[src/source/shr_bus_pkg.sv]
`default_nettype none

package shr_bus_pkg;

// Byte bus of the CPUs with the 13-bit address decoded on the board
localparam int ADDR_W = 13;
localparam int DATA_W = 8;

typedef logic [ADDR_W-1:0] addr_t;
typedef logic [DATA_W-1:0] data_t;

// AXI response field
typedef logic [1:0] resp_t;

localparam resp_t RESP_OKAY   = 2'b00;
localparam resp_t RESP_SLVERR = 2'b10;

endpackage

`default_nettype wire

[src/source/shr_ctrl_pkg.sv]
`default_nettype none

package shr_ctrl_pkg;

// One transaction in flight per CPU port
typedef enum logic [1:0] { IDLE, REQ, RESP } port_state_e;

// Arbiter drives the RAM, then returns ack a cycle later
typedef enum logic { ARB_IDLE, ARB_ACK } arb_state_e;

// Requester id that also records the last grant for round robin
typedef enum logic { MAIN, SUB } owner_e;

endpackage

`default_nettype wire

[src/source/shr_arbiter.sv]
`timescale 1ns/1ns
`default_nettype none

module shr_arbiter #(
    parameter int RAM_AW = 11
) (
    input  wire logic               clk,
    input  wire logic               rst_n,
    input  wire logic               sub_block,
    // Main CPU port
    input  wire logic               main_req,
    input  wire logic               main_we,
    input  wire shr_bus_pkg::addr_t main_addr,
    input  wire shr_bus_pkg::data_t main_wdata,
    output logic                    main_ack,
    output shr_bus_pkg::data_t      main_rdata,
    // Sub CPU port
    input  wire logic               sub_req,
    input  wire logic               sub_we,
    input  wire shr_bus_pkg::addr_t sub_addr,
    input  wire shr_bus_pkg::data_t sub_wdata,
    output logic                    sub_ack,
    output shr_bus_pkg::data_t      sub_rdata,
    // Shared RAM
    output logic                    ram_en,
    output logic                    ram_we,
    output logic [RAM_AW-1:0]       ram_addr,
    output shr_bus_pkg::data_t      ram_wdata,
    input  wire shr_bus_pkg::data_t ram_rdata
);

shr_ctrl_pkg::arb_state_e state;
shr_ctrl_pkg::owner_e     last_owner;

logic               sub_ok;
logic               pick_sub;
logic               grant;
shr_bus_pkg::addr_t grant_addr;

// Main side can lock the sub CPU out
assign sub_ok = sub_req && !sub_block;

// On a tie the port not served last wins
assign pick_sub = sub_ok && (!main_req || (last_owner == shr_ctrl_pkg::MAIN));
assign grant    = (state == shr_ctrl_pkg::ARB_IDLE) && (main_req || sub_ok);

assign grant_addr = pick_sub ? sub_addr : main_addr;

assign ram_en    = grant;
assign ram_we    = grant && (pick_sub ? sub_we : main_we);
assign ram_addr  = grant_addr[RAM_AW-1:0];
assign ram_wdata = pick_sub ? sub_wdata : main_wdata;

// RAM data is valid in the ack cycle only
assign main_ack   = (state == shr_ctrl_pkg::ARB_ACK) && (last_owner == shr_ctrl_pkg::MAIN);
assign sub_ack    = (state == shr_ctrl_pkg::ARB_ACK) && (last_owner == shr_ctrl_pkg::SUB);
assign main_rdata = ram_rdata;
assign sub_rdata  = ram_rdata;

always_ff @(posedge clk or negedge rst_n) begin
    if (!rst_n) begin
        state      <= shr_ctrl_pkg::ARB_IDLE;
        last_owner <= shr_ctrl_pkg::SUB;
    end else begin
        case (state)
            shr_ctrl_pkg::ARB_IDLE: begin
                if (grant) begin
                    state <= shr_ctrl_pkg::ARB_ACK;
                    if (pick_sub) begin
                        last_owner <= shr_ctrl_pkg::SUB;
                    end else begin
                        last_owner <= shr_ctrl_pkg::MAIN;
                    end
                end
            end
            default: begin
                state <= shr_ctrl_pkg::ARB_IDLE;
            end
        endcase
    end
end

endmodule

`default_nettype wire

[config.mk]
export PLATFORM = sky130hd
export DESIGN_NAME = shr_arbiter
export DESIGN_NICKNAME = d
export VERILOG_FILES = /design/src/source/shr_bus_pkg.sv /design/src/source/shr_ctrl_pkg.sv /design/src/source/shr_arbiter.sv
export SDC_FILE = /design/constraint.sdc
export NUM_CORES = 1
export LEC_CHECK = 0
export BUFFER_PORTS_ARGS = -buffer_cell sky130_fd_sc_hd__buf_4
export CAP_MARGIN = 20
export CORE_MARGIN = 2
export CORE_UTILIZATION = 27
export CTS_CLUSTER_DIAMETER = 200
export DETAILED_ROUTE_END_ITERATION = 6
export MAX_ROUTING_LAYER = met4
export PLACE_DENSITY = 0.92
export SLEW_MARGIN = 25
export SYNTH_ARGS = -nofsm -noshare
export SYNTH_HDL_FRONTEND = slang
export SYNTH_SLANG_ARGS = --single-unit
export TNS_END_PERCENT = 50
[constraint.sdc]
create_clock -name clk -period 1.4 [get_ports clk]
set_input_delay 0.14 -clock clk [delete_from_list [all_inputs] [get_ports clk]]
set_output_delay 0.14 -clock clk [all_outputs]
set_load 0.02 [all_outputs]
==> flow_summary.yaml <==
detailed_routing:
  drt-total-wl_mm: 1.79
  dr.pass1.iters: 2
  wl_per_cell_um: 13.2
  num_vias: 574
  antenna_left: 0
  via_per_inst: 4.22
  remaining_drc_errors: 0
  first_iter_violations: 1
yosys:
  post-synth-top-area-fraction_pct: 51.4
  yosysSeqAreaShare_pct: 9.23
  syn_nets: 107
  synth.top_cells.by_count: "19 x mux2_4, 16 x buf_4, 2 x buf_6"
  synth_edf_count: 0
  synthMostInstantiatedCell: "mux2_4"
  synth_cells: 50
  syn_area_per_cell_um2: 11.1
  yosysTopAreaCell: "mux2_4"
  synthTopCellsByArea: "mux2_4 51%, buf_4 22%, dfstp_2 4.7%, dfrtp_1 4.5%, buf_6 4.1%"
  yosysUniqueCellTypes: 16
  synth.ff_latch_count: 2
  async_flop_share_pct: 100
  ys_warn_count: 0
  syn-cell-area_um2: 556
  ys.flop_type: "dfstp_2"
power:
  power_leakage_nw: 0.636
  swShare_pct: 32.2
  switching_power_uw: 225
  p_int_uw: 472
  p_per_area_nw_per_um2: 612
  pwr-share-comb_pct: 69.1
  p_clk_share_pct: 20.1
  seq_power_share_pct: 10.8
  peakVddDrop_v: 0.000743
place:
  place_congestion: 0.641
  postPlaceCellArea_um2: 985
  port_buffers: 67
clock_network:
  h-tree-depth: 1
  clk_path_buf_depth: 2
  clk_pin_slew_worst_paths_ns: 0.03
  numCtsBuffers: 3
  cts_sinks: 2
  cts_tree: "built"
  worstSkewPairLatency_ns: 0.22
  cts-root-buf: "clkbuf_4"
timing:
  finalSetupViolations: 20
  rsz0062_at_grt: "yes"
  period_needed_ns: 1.65
  min_period_over_period_pct: 118
  fin_hold_ws_ns: 0.233
  max-slew-margin-rel_pct: 82.7
  clock_skew_ns: 0.00625
  timing.fmax_ghz: 0.606
  report.final.slew_viol_count: 0
  hold_violations: 0
  fin_ws_ns: -0.251
  tightest_slew_ns: 0.259
grt:
  grtUsageTotal_pct: 15.3
  grt_pass1_vias: 659
  grt_antenna_before_repair: 0
  overflow: 0
  grt_pass1_wl_mm: 2.77
  grt_start_max_net_pins: 11
layout:
  nets: 167
  utilization_pct: 58.6
  postLayoutCellArea_um2: 1140
  synthToLayoutAreaGrowth_pct: 105
  nFillCells: 167
  diodes: 0
  drive_gt1_share_pct: 91.7
critical_path:
  cp.required_ns: 1.26
  crit_type: "flip-flop to output pin"
  critPathLaunchType: "flip-flop"
  crit_fanout: 10
  end_kind: "output pin"
  worstPathArrival_ns: 1.51
min_path:
  hp-class: "primary input to flip-flop"
die:
  ioPinCount: 96
  die_w_um: 49.4
  rows: 16
  die_height_um: 49.4
  die_area_um2: 2440
  initial_core_util_pct: 28.6
  core_region_area_um2: 1940
run_status:
  violations: "negative setup slack"
  status: "finished with violations"
flow_run:
  drv_cap: 0
==> cell usage in the layout (no fill, tap or decap), drive strengths merged <==
cell / instances
o21bai: 1
dfstp: 1
inv: 1
and2: 1
o2bb2ai: 1
nand2: 2
nor2b: 2
buf: 72
dfrtp: 1
clkbuf: 4
mux2: 19
nand3: 1
dlygate4sd3: 1
a21bo: 1
a21oi: 1
==> metrics by stage <==
stage          setup slack, ns  cells  TNS [ns]  power [mW]
2_1_floorplan           0.0597     50         0       0.358
3_3_place_gp           -0.0695    129     -1.18       0.487
3_5_place_dp           -0.0920    129     -1.55       0.495
4_1_cts                 -0.273    135     -5.18       0.701
5_1_grt                 -0.282    136     -5.48       0.732
6_report                -0.251    136     -4.77       0.697
==> state kept, by name (all words and copies together), names as in the netlist <==
name	flops
last_owner	1
state	1
==> metal layers <==
metal | track usage, % | wire length [um] | vias to the layer above
met3 | 4.60 | 154 | 4
met1 | 12.4 | 576 | 259
met5 | - | 0 | -
met4 | 5.71 | 10 | 0
li1 | - | - | 275
met2 | 31.1 | 1050 | 36
==> worst max-delay path: stages (launching register included) <==
cell and delay (ns):
dfstp_2 0.52, nand2_2 0.07, nand2_4 0.10, buf_12 0.15
mux2_4 0.31, buf_6 0.13
==> power groups by stage <==
stage / clock network (mW) / registers (mW) / logic, mW
floorplan: 0 / 0.0753 / 0.283
global placement: 0 / 0.0749 / 0.412
detailed placement: 0 / 0.0749 / 0.420
CTS: 0.147 / 0.0754 / 0.479
global route: 0.150 / 0.0760 / 0.506
finish: 0.140 / 0.0751 / 0.482
==> logic make-up (layout without fill, tap and decap cells) <==
kind of cell	Yosys count	after routing	synth area share, %
compound gates	4	4	5.63
buf+inv	19	78	26.4
flops	2	2	9.23
mux	19	19	51.4
simple gates	6	6	7.43
==> final timing paths <==
path,start,cells past startpoint,to,slack [ns]
setup reg to reg,last_owner,5,last_owner,0.30
max in group asynchronous,rst_n,2,last_owner,0.97
hold / removal,main_req,3,state,0.23
hold reg to reg,state,1,last_owner,0.44
setup / recovery,last_owner,5,ram_addr[8],-0.25
min in group asynchronous,rst_n,2,state,0.24
==> area by class of cell <==
cell class | count | area, um^2 | share of cell area (%)
clock buffer | 4 | 26.3 | 2.31
inverter | 1 | 3.75 | 0.330
multi-input combinational | 29 | 369 | 32.4
sequential | 2 | 51.3 | 4.51
tap | 27 | 33.8 | 2.97
timing repair buffer | 73 | 654 | 57.5
==> timing repair <==
action,CTS,global route
endpoints found under the setup margin,20,20
pin swaps,2,0
setup buffers,0,1
cloned,1,0
endpoints found under the hold margin,2,0
gates resized for setup,23,0
hold buffers,1,0
(Power assumes the default switching activity.)
