File: src/source/shr_bus_pkg.sv
`default_nettype none

package shr_bus_pkg;

// Byte bus of the CPUs with the 13-bit address decoded on the board
localparam int ADDR_W = 13;
localparam int DATA_W = 8;

typedef logic [ADDR_W-1:0] addr_t;
typedef logic [DATA_W-1:0] data_t;

// AXI response field
typedef logic [1:0] resp_t;

localparam resp_t RESP_OKAY   = 2'b00;
localparam resp_t RESP_SLVERR = 2'b10;

endpackage

`default_nettype wire

File: src/source/shr_ctrl_pkg.sv
`default_nettype none

package shr_ctrl_pkg;

// One transaction in flight per CPU port
typedef enum logic [1:0] { IDLE, REQ, RESP } port_state_e;

// Arbiter drives the RAM, then returns ack a cycle later
typedef enum logic { ARB_IDLE, ARB_ACK } arb_state_e;

// Requester id that also records the last grant for round robin
typedef enum logic { MAIN, SUB } owner_e;

endpackage

`default_nettype wire

File: src/source/shr_axil_port.sv
`timescale 1ns/1ns
`default_nettype none

module shr_axil_port #(
    parameter int RAM_AW = 11
) (
    input  wire logic               clk,
    input  wire logic               rst_n,
    // Write address and data
    input  wire shr_bus_pkg::addr_t awaddr,
    input  wire logic               awvalid,
    output logic                    awready,
    input  wire shr_bus_pkg::data_t wdata,
    input  wire logic               wvalid,
    output logic                    wready,
    // Write response
    output shr_bus_pkg::resp_t      bresp,
    output logic                    bvalid,
    input  wire logic               bready,
    // Read address
    input  wire shr_bus_pkg::addr_t araddr,
    input  wire logic               arvalid,
    output logic                    arready,
    // Read data
    output shr_bus_pkg::data_t      rdata,
    output shr_bus_pkg::resp_t      rresp,
    output logic                    rvalid,
    input  wire logic               rready,
    // Towards the arbiter
    output logic                    arb_req,
    output logic                    arb_we,
    output shr_bus_pkg::addr_t      arb_addr,
    output shr_bus_pkg::data_t      arb_wdata,
    input  wire logic               arb_ack,
    input  wire shr_bus_pkg::data_t arb_rdata
);

shr_ctrl_pkg::port_state_e state;

logic               wr_accept;
logic               rd_accept;
logic               accept;
logic               in_range;
logic               resp_done;
shr_bus_pkg::addr_t acc_addr;
shr_bus_pkg::data_t rdata_q;
shr_bus_pkg::resp_t resp_q;

// Write wins when both are valid; it needs address and data together
assign wr_accept = (state == shr_ctrl_pkg::IDLE) && awvalid && wvalid;
assign rd_accept = (state == shr_ctrl_pkg::IDLE) && arvalid && !(awvalid && wvalid);
assign accept    = wr_accept || rd_accept;

assign acc_addr = wr_accept ? awaddr : araddr;
// Upper address bits must be clear to hit the RAM
assign in_range = (acc_addr >> RAM_AW) == '0;

assign awready = wr_accept;
assign wready  = wr_accept;
assign arready = rd_accept;

assign arb_req = (state == shr_ctrl_pkg::REQ);

assign bvalid    = (state == shr_ctrl_pkg::RESP) && arb_we;
assign rvalid    = (state == shr_ctrl_pkg::RESP) && !arb_we;
assign bresp     = resp_q;
assign rresp     = resp_q;
assign rdata     = rdata_q;
assign resp_done = (bvalid && bready) || (rvalid && rready);

always_ff @(posedge clk or negedge rst_n) begin
    if (!rst_n) begin
        state <= shr_ctrl_pkg::IDLE;
    end else begin
        case (state)
            shr_ctrl_pkg::IDLE: begin
                if (accept) begin
                    // Out of range goes straight to the error response
                    if (in_range) begin
                        state <= shr_ctrl_pkg::REQ;
                    end else begin
                        state <= shr_ctrl_pkg::RESP;
                    end
                end
            end
            shr_ctrl_pkg::REQ: begin
                if (arb_ack) begin
                    state <= shr_ctrl_pkg::RESP;
                end
            end
            shr_ctrl_pkg::RESP: begin
                if (resp_done) begin
                    state <= shr_ctrl_pkg::IDLE;
                end
            end
            default: begin
                state <= shr_ctrl_pkg::IDLE;
            end
        endcase
    end
end

// Transaction payload held until the response is taken
always_ff @(posedge clk) begin
    if (accept) begin
        arb_we    <= wr_accept;
        arb_addr  <= acc_addr;
        arb_wdata <= wdata;
        rdata_q   <= '0;
        if (in_range) begin
            resp_q <= shr_bus_pkg::RESP_OKAY;
        end else begin
            resp_q <= shr_bus_pkg::RESP_SLVERR;
        end
    end else if ((state == shr_ctrl_pkg::REQ) && arb_ack && !arb_we) begin
        rdata_q <= arb_rdata;
    end
end

endmodule

`default_nettype wire

File: config.mk
export PLATFORM = sky130hd
export DESIGN_NAME = shr_axil_port
export DESIGN_NICKNAME = d
export VERILOG_FILES = /design/src/source/shr_bus_pkg.sv /design/src/source/shr_ctrl_pkg.sv /design/src/source/shr_axil_port.sv
export SDC_FILE = /design/constraint.sdc
export NUM_CORES = 1
export LEC_CHECK = 0
export ABC_AREA = 1
export BUFFER_PORTS_ARGS = -buffer_cell sky130_fd_sc_hd__clkbuf_2
export CORE_MARGIN = 1.5
export CORE_UTILIZATION = 45
export DETAILED_ROUTE_END_ITERATION = 7
export HOLD_SLACK_MARGIN = 0.1
export PLACE_DENSITY = 0.83
export SYNTH_ARGS = -nofsm -noshare
export SYNTH_HDL_FRONTEND = slang
export SYNTH_SLANG_ARGS = --single-unit
File: constraint.sdc
create_clock -name clk -period 4.4 [get_ports clk]
set_clock_uncertainty 0.05 [all_clocks]
set_input_delay 0.44 -clock clk [delete_from_list [all_inputs] [get_ports clk]]
set_output_delay 0.44 -clock clk [all_outputs]
set_load 0.01 [all_outputs]
==> run metrics <==
RR Startpoint state[1]; CP Cell Sequence inv_2, nand2_2, nor2_4, clkbuf_2; worst-case clock buffer depth 2; DRC errors left 0; Crit Path Max Fanout 16; Setup CP Type reg -> out; post-synthesis cell area around 0.0015 mm^2; CP endpoint kind output port; die height 60.0 um; routability cong. around 0.77; vias in the first global route 1004; clock sinks 33; per-cell routed wire length approximately 10 um; Pins Over Slew Limit 0; status completed; yosys warns 0; largest net degree at the start of global routing 32; DRT iter0 DRCs 22; core area 0.00308 mm^2; hold_sp wdata[0]; hold depth 1; CP peak stage delay 0.48 ns; # port buffers 87; Yosys cell types 22; R2R Setup Slk 2.64 ns; Final Util 64.3%; min Tclk post-route 2.01 ns; Clk pin slew, worst setup/hold paths 0.10 ns; buffers plus inverters on the worst setup path 2; DP Wirelength 2.32 mm; H-tree depth 2; Worst-Skew Late Latency 0.32 ns; Crit path required time 3.91 ns; Area growth syn-to-layout 35.4%; die footprint 0.00360 mm^2; cells on worst reg2reg path 5; first-pass GRT wire length 4.15 mm; Starting Density 47.5%; hold path endpoint arb_wdata[0]; Nets 285; pwr/cell area 474 mW/mm^2; die width 60.0 um; Avg Cell Area, Syn 10.1 um^2; Pleak 0.000996 uW; share of post-route cells with drive strength above 1 50.4%; CTS tree built; grt ovf 0; DRT Pass-1 Iters 4; cts bufs inserted 5; count of state elements after synthesis 33; max_cap viols 0; Seq/Total Area, Yosys approximately 62%; Peak VDD IR around 330 uV; largest delay contributor family on the critical path flip-flops; n_diodes 0; final wirelength 2.85 mm; Ports 90; post-CTS setup buffer count 0; Peak Freq 497 MHz; Tot Pwr about 940 uW; period utilization around 46%; Mapped Cells 145; sequential cell area around 900 um^2; Tot GR Track Use 16.1%; RSZ-0062 raised after global routing false; Final setup viols 0; footprint of the multi-input gates 455 um^2; initial antenna violation count 0; setup TNS 0 ns; Arr. time, crit path 1.52 ns; Final ANT Viol Nets 0; Tightest Hold Check Type in -> reg; Cell Rows 20; CP max stage cell dfrtp_1; total number of vias around 1200; fillers 260; Crit Reg-Reg Endpoint arb_we; Hold Vio Cnt, Final 0; Via density 4.28; Critical Path Source Type flop; Root Buffer clkbuf_4
-- per-stage QoR --
stage	cell area, um^2	std cells	setup slack (ns)	hold WS [ns]
final	1980	280	2.39	0.231
after detailed placement	1910	271	2.60	0.178
after global placement	1910	271	2.63	0.180
after CTS	1980	280	2.38	0.225
after global routing	1980	280	2.29	0.204
after floorplan	1470	146	2.76	0.0944
-- state kept, by name, summed over array words and instances, names as in the netlist --
signal and flops:
arb_addr 13, arb_wdata 8, rdata 8, state 2, arb_we 1, bresp 1
-- cells in the mapped netlist (all sizes together) --
cell,instances,share of area (%)
nor2,10,4.3
dfrtp,2,3.4
dfxtp,8,11
a21oi,8,4.8
nand4,2,0.86
nor3,1,0.68
nand3b,1,0.51
buf,6,2.9
o21ai,1,0.34
nand2,60,16
nand3,5,2.9
conb,1,0.26
inv,17,4.5
edfxtp,23,47
-- logic make-up after synthesis --
family | after synthesis | synth area share (%)
AO/OA/AOI/OAI | 9 | 5.14
buffers and inverters | 23 | 7.45
flip-flops | 33 | 61.6
other | 1 | 0.257
AND/OR/NAND/NOR | 79 | 25.5
-- layout make-up --
cell class / instances / share of cell area, %
inverter: 17 / 3.35
clock inverter: 3 / 0.886
clock buffer: 5 / 1.90
multi-input combinational: 90 / 23.0
tap: 44 / 2.78
timing repair buffer: 88 / 22.5
sequential: 33 / 45.5
-- where the power goes --
group | switching, uW | internal (uW) | total [uW]
clock | 101 | 60.2 | 161
combinational | 206 | 113 | 320
sequential | 33.1 | 423 | 456
total | 340 | 597 | 937
-- placed cells by master (no fill, tap or decap) --
| master | Yosys | layout |
|---|---|---|
| a21oi_2 | 8 | 8 |
| clkbuf_2 | 0 | 87 |
| clkbuf_4 | 0 | 5 |
| clkinv_2 | 0 | 2 |
| clkinvlp_4 | 0 | 1 |
| conb_1 | 1 | 2 |
| dfrtp_1 | 2 | 2 |
| dfxtp_1 | 8 | 8 |
| dlygate4sd3_1 | 0 | 1 |
| edfxtp_1 | 23 | 23 |
| inv_1 | 13 | 13 |
| inv_2 | 3 | 3 |
| inv_4 | 1 | 1 |
| nand2_1 | 55 | 55 |
| nand2_2 | 5 | 5 |
| nand3_1 | 3 | 3 |
| nand3_2 | 1 | 1 |
| nand3_4 | 1 | 1 |
| nand3b_1 | 1 | 1 |
| nand4_1 | 2 | 2 |
| nor2_1 | 6 | 6 |
| nor2_2 | 1 | 1 |
| nor2_4 | 3 | 3 |
| nor3_2 | 1 | 1 |
| o21ai_1 | 1 | 1 |
-- worst max path at each step --
stage / from / to / slack (ns) / depth (start not counted)
floorplan: awvalid / arb_addr[0] / 2.76 / 5
CTS: state[1] / wready / 2.38 / 4
global placement: awvalid / arb_wdata[0] / 2.63 / 5
global route: state[1] / wready / 2.29 / 4
detailed placement: awvalid / arb_wdata[5] / 2.60 / 5
finish: state[1] / wready / 2.39 / 4
-- per-layer routing --
metal	part of all wire, %	vias up	GRT usage, %
li1	-	634	-
met1	43	503	18.2
met2	48	58	27.8
met3	7.2	4	3.46
met4	1.4	0	8.89
met5	0	-	0
-- worst reg2reg max path, delay by kind of cell (launching register included) --
kind	cells	cell delay, ns
buf+inv	2	0.41
simple gates	3	0.49
flops	1	0.48
-- repair_timing --
action | in CTS | in global routing
gates resized for setup | 0 | 0
endpoints found under the setup margin | 0 | 0
hold buffers | 1 | 0
endpoints found under the hold margin | 2 | 0
(Power assumes the default switching activity.)
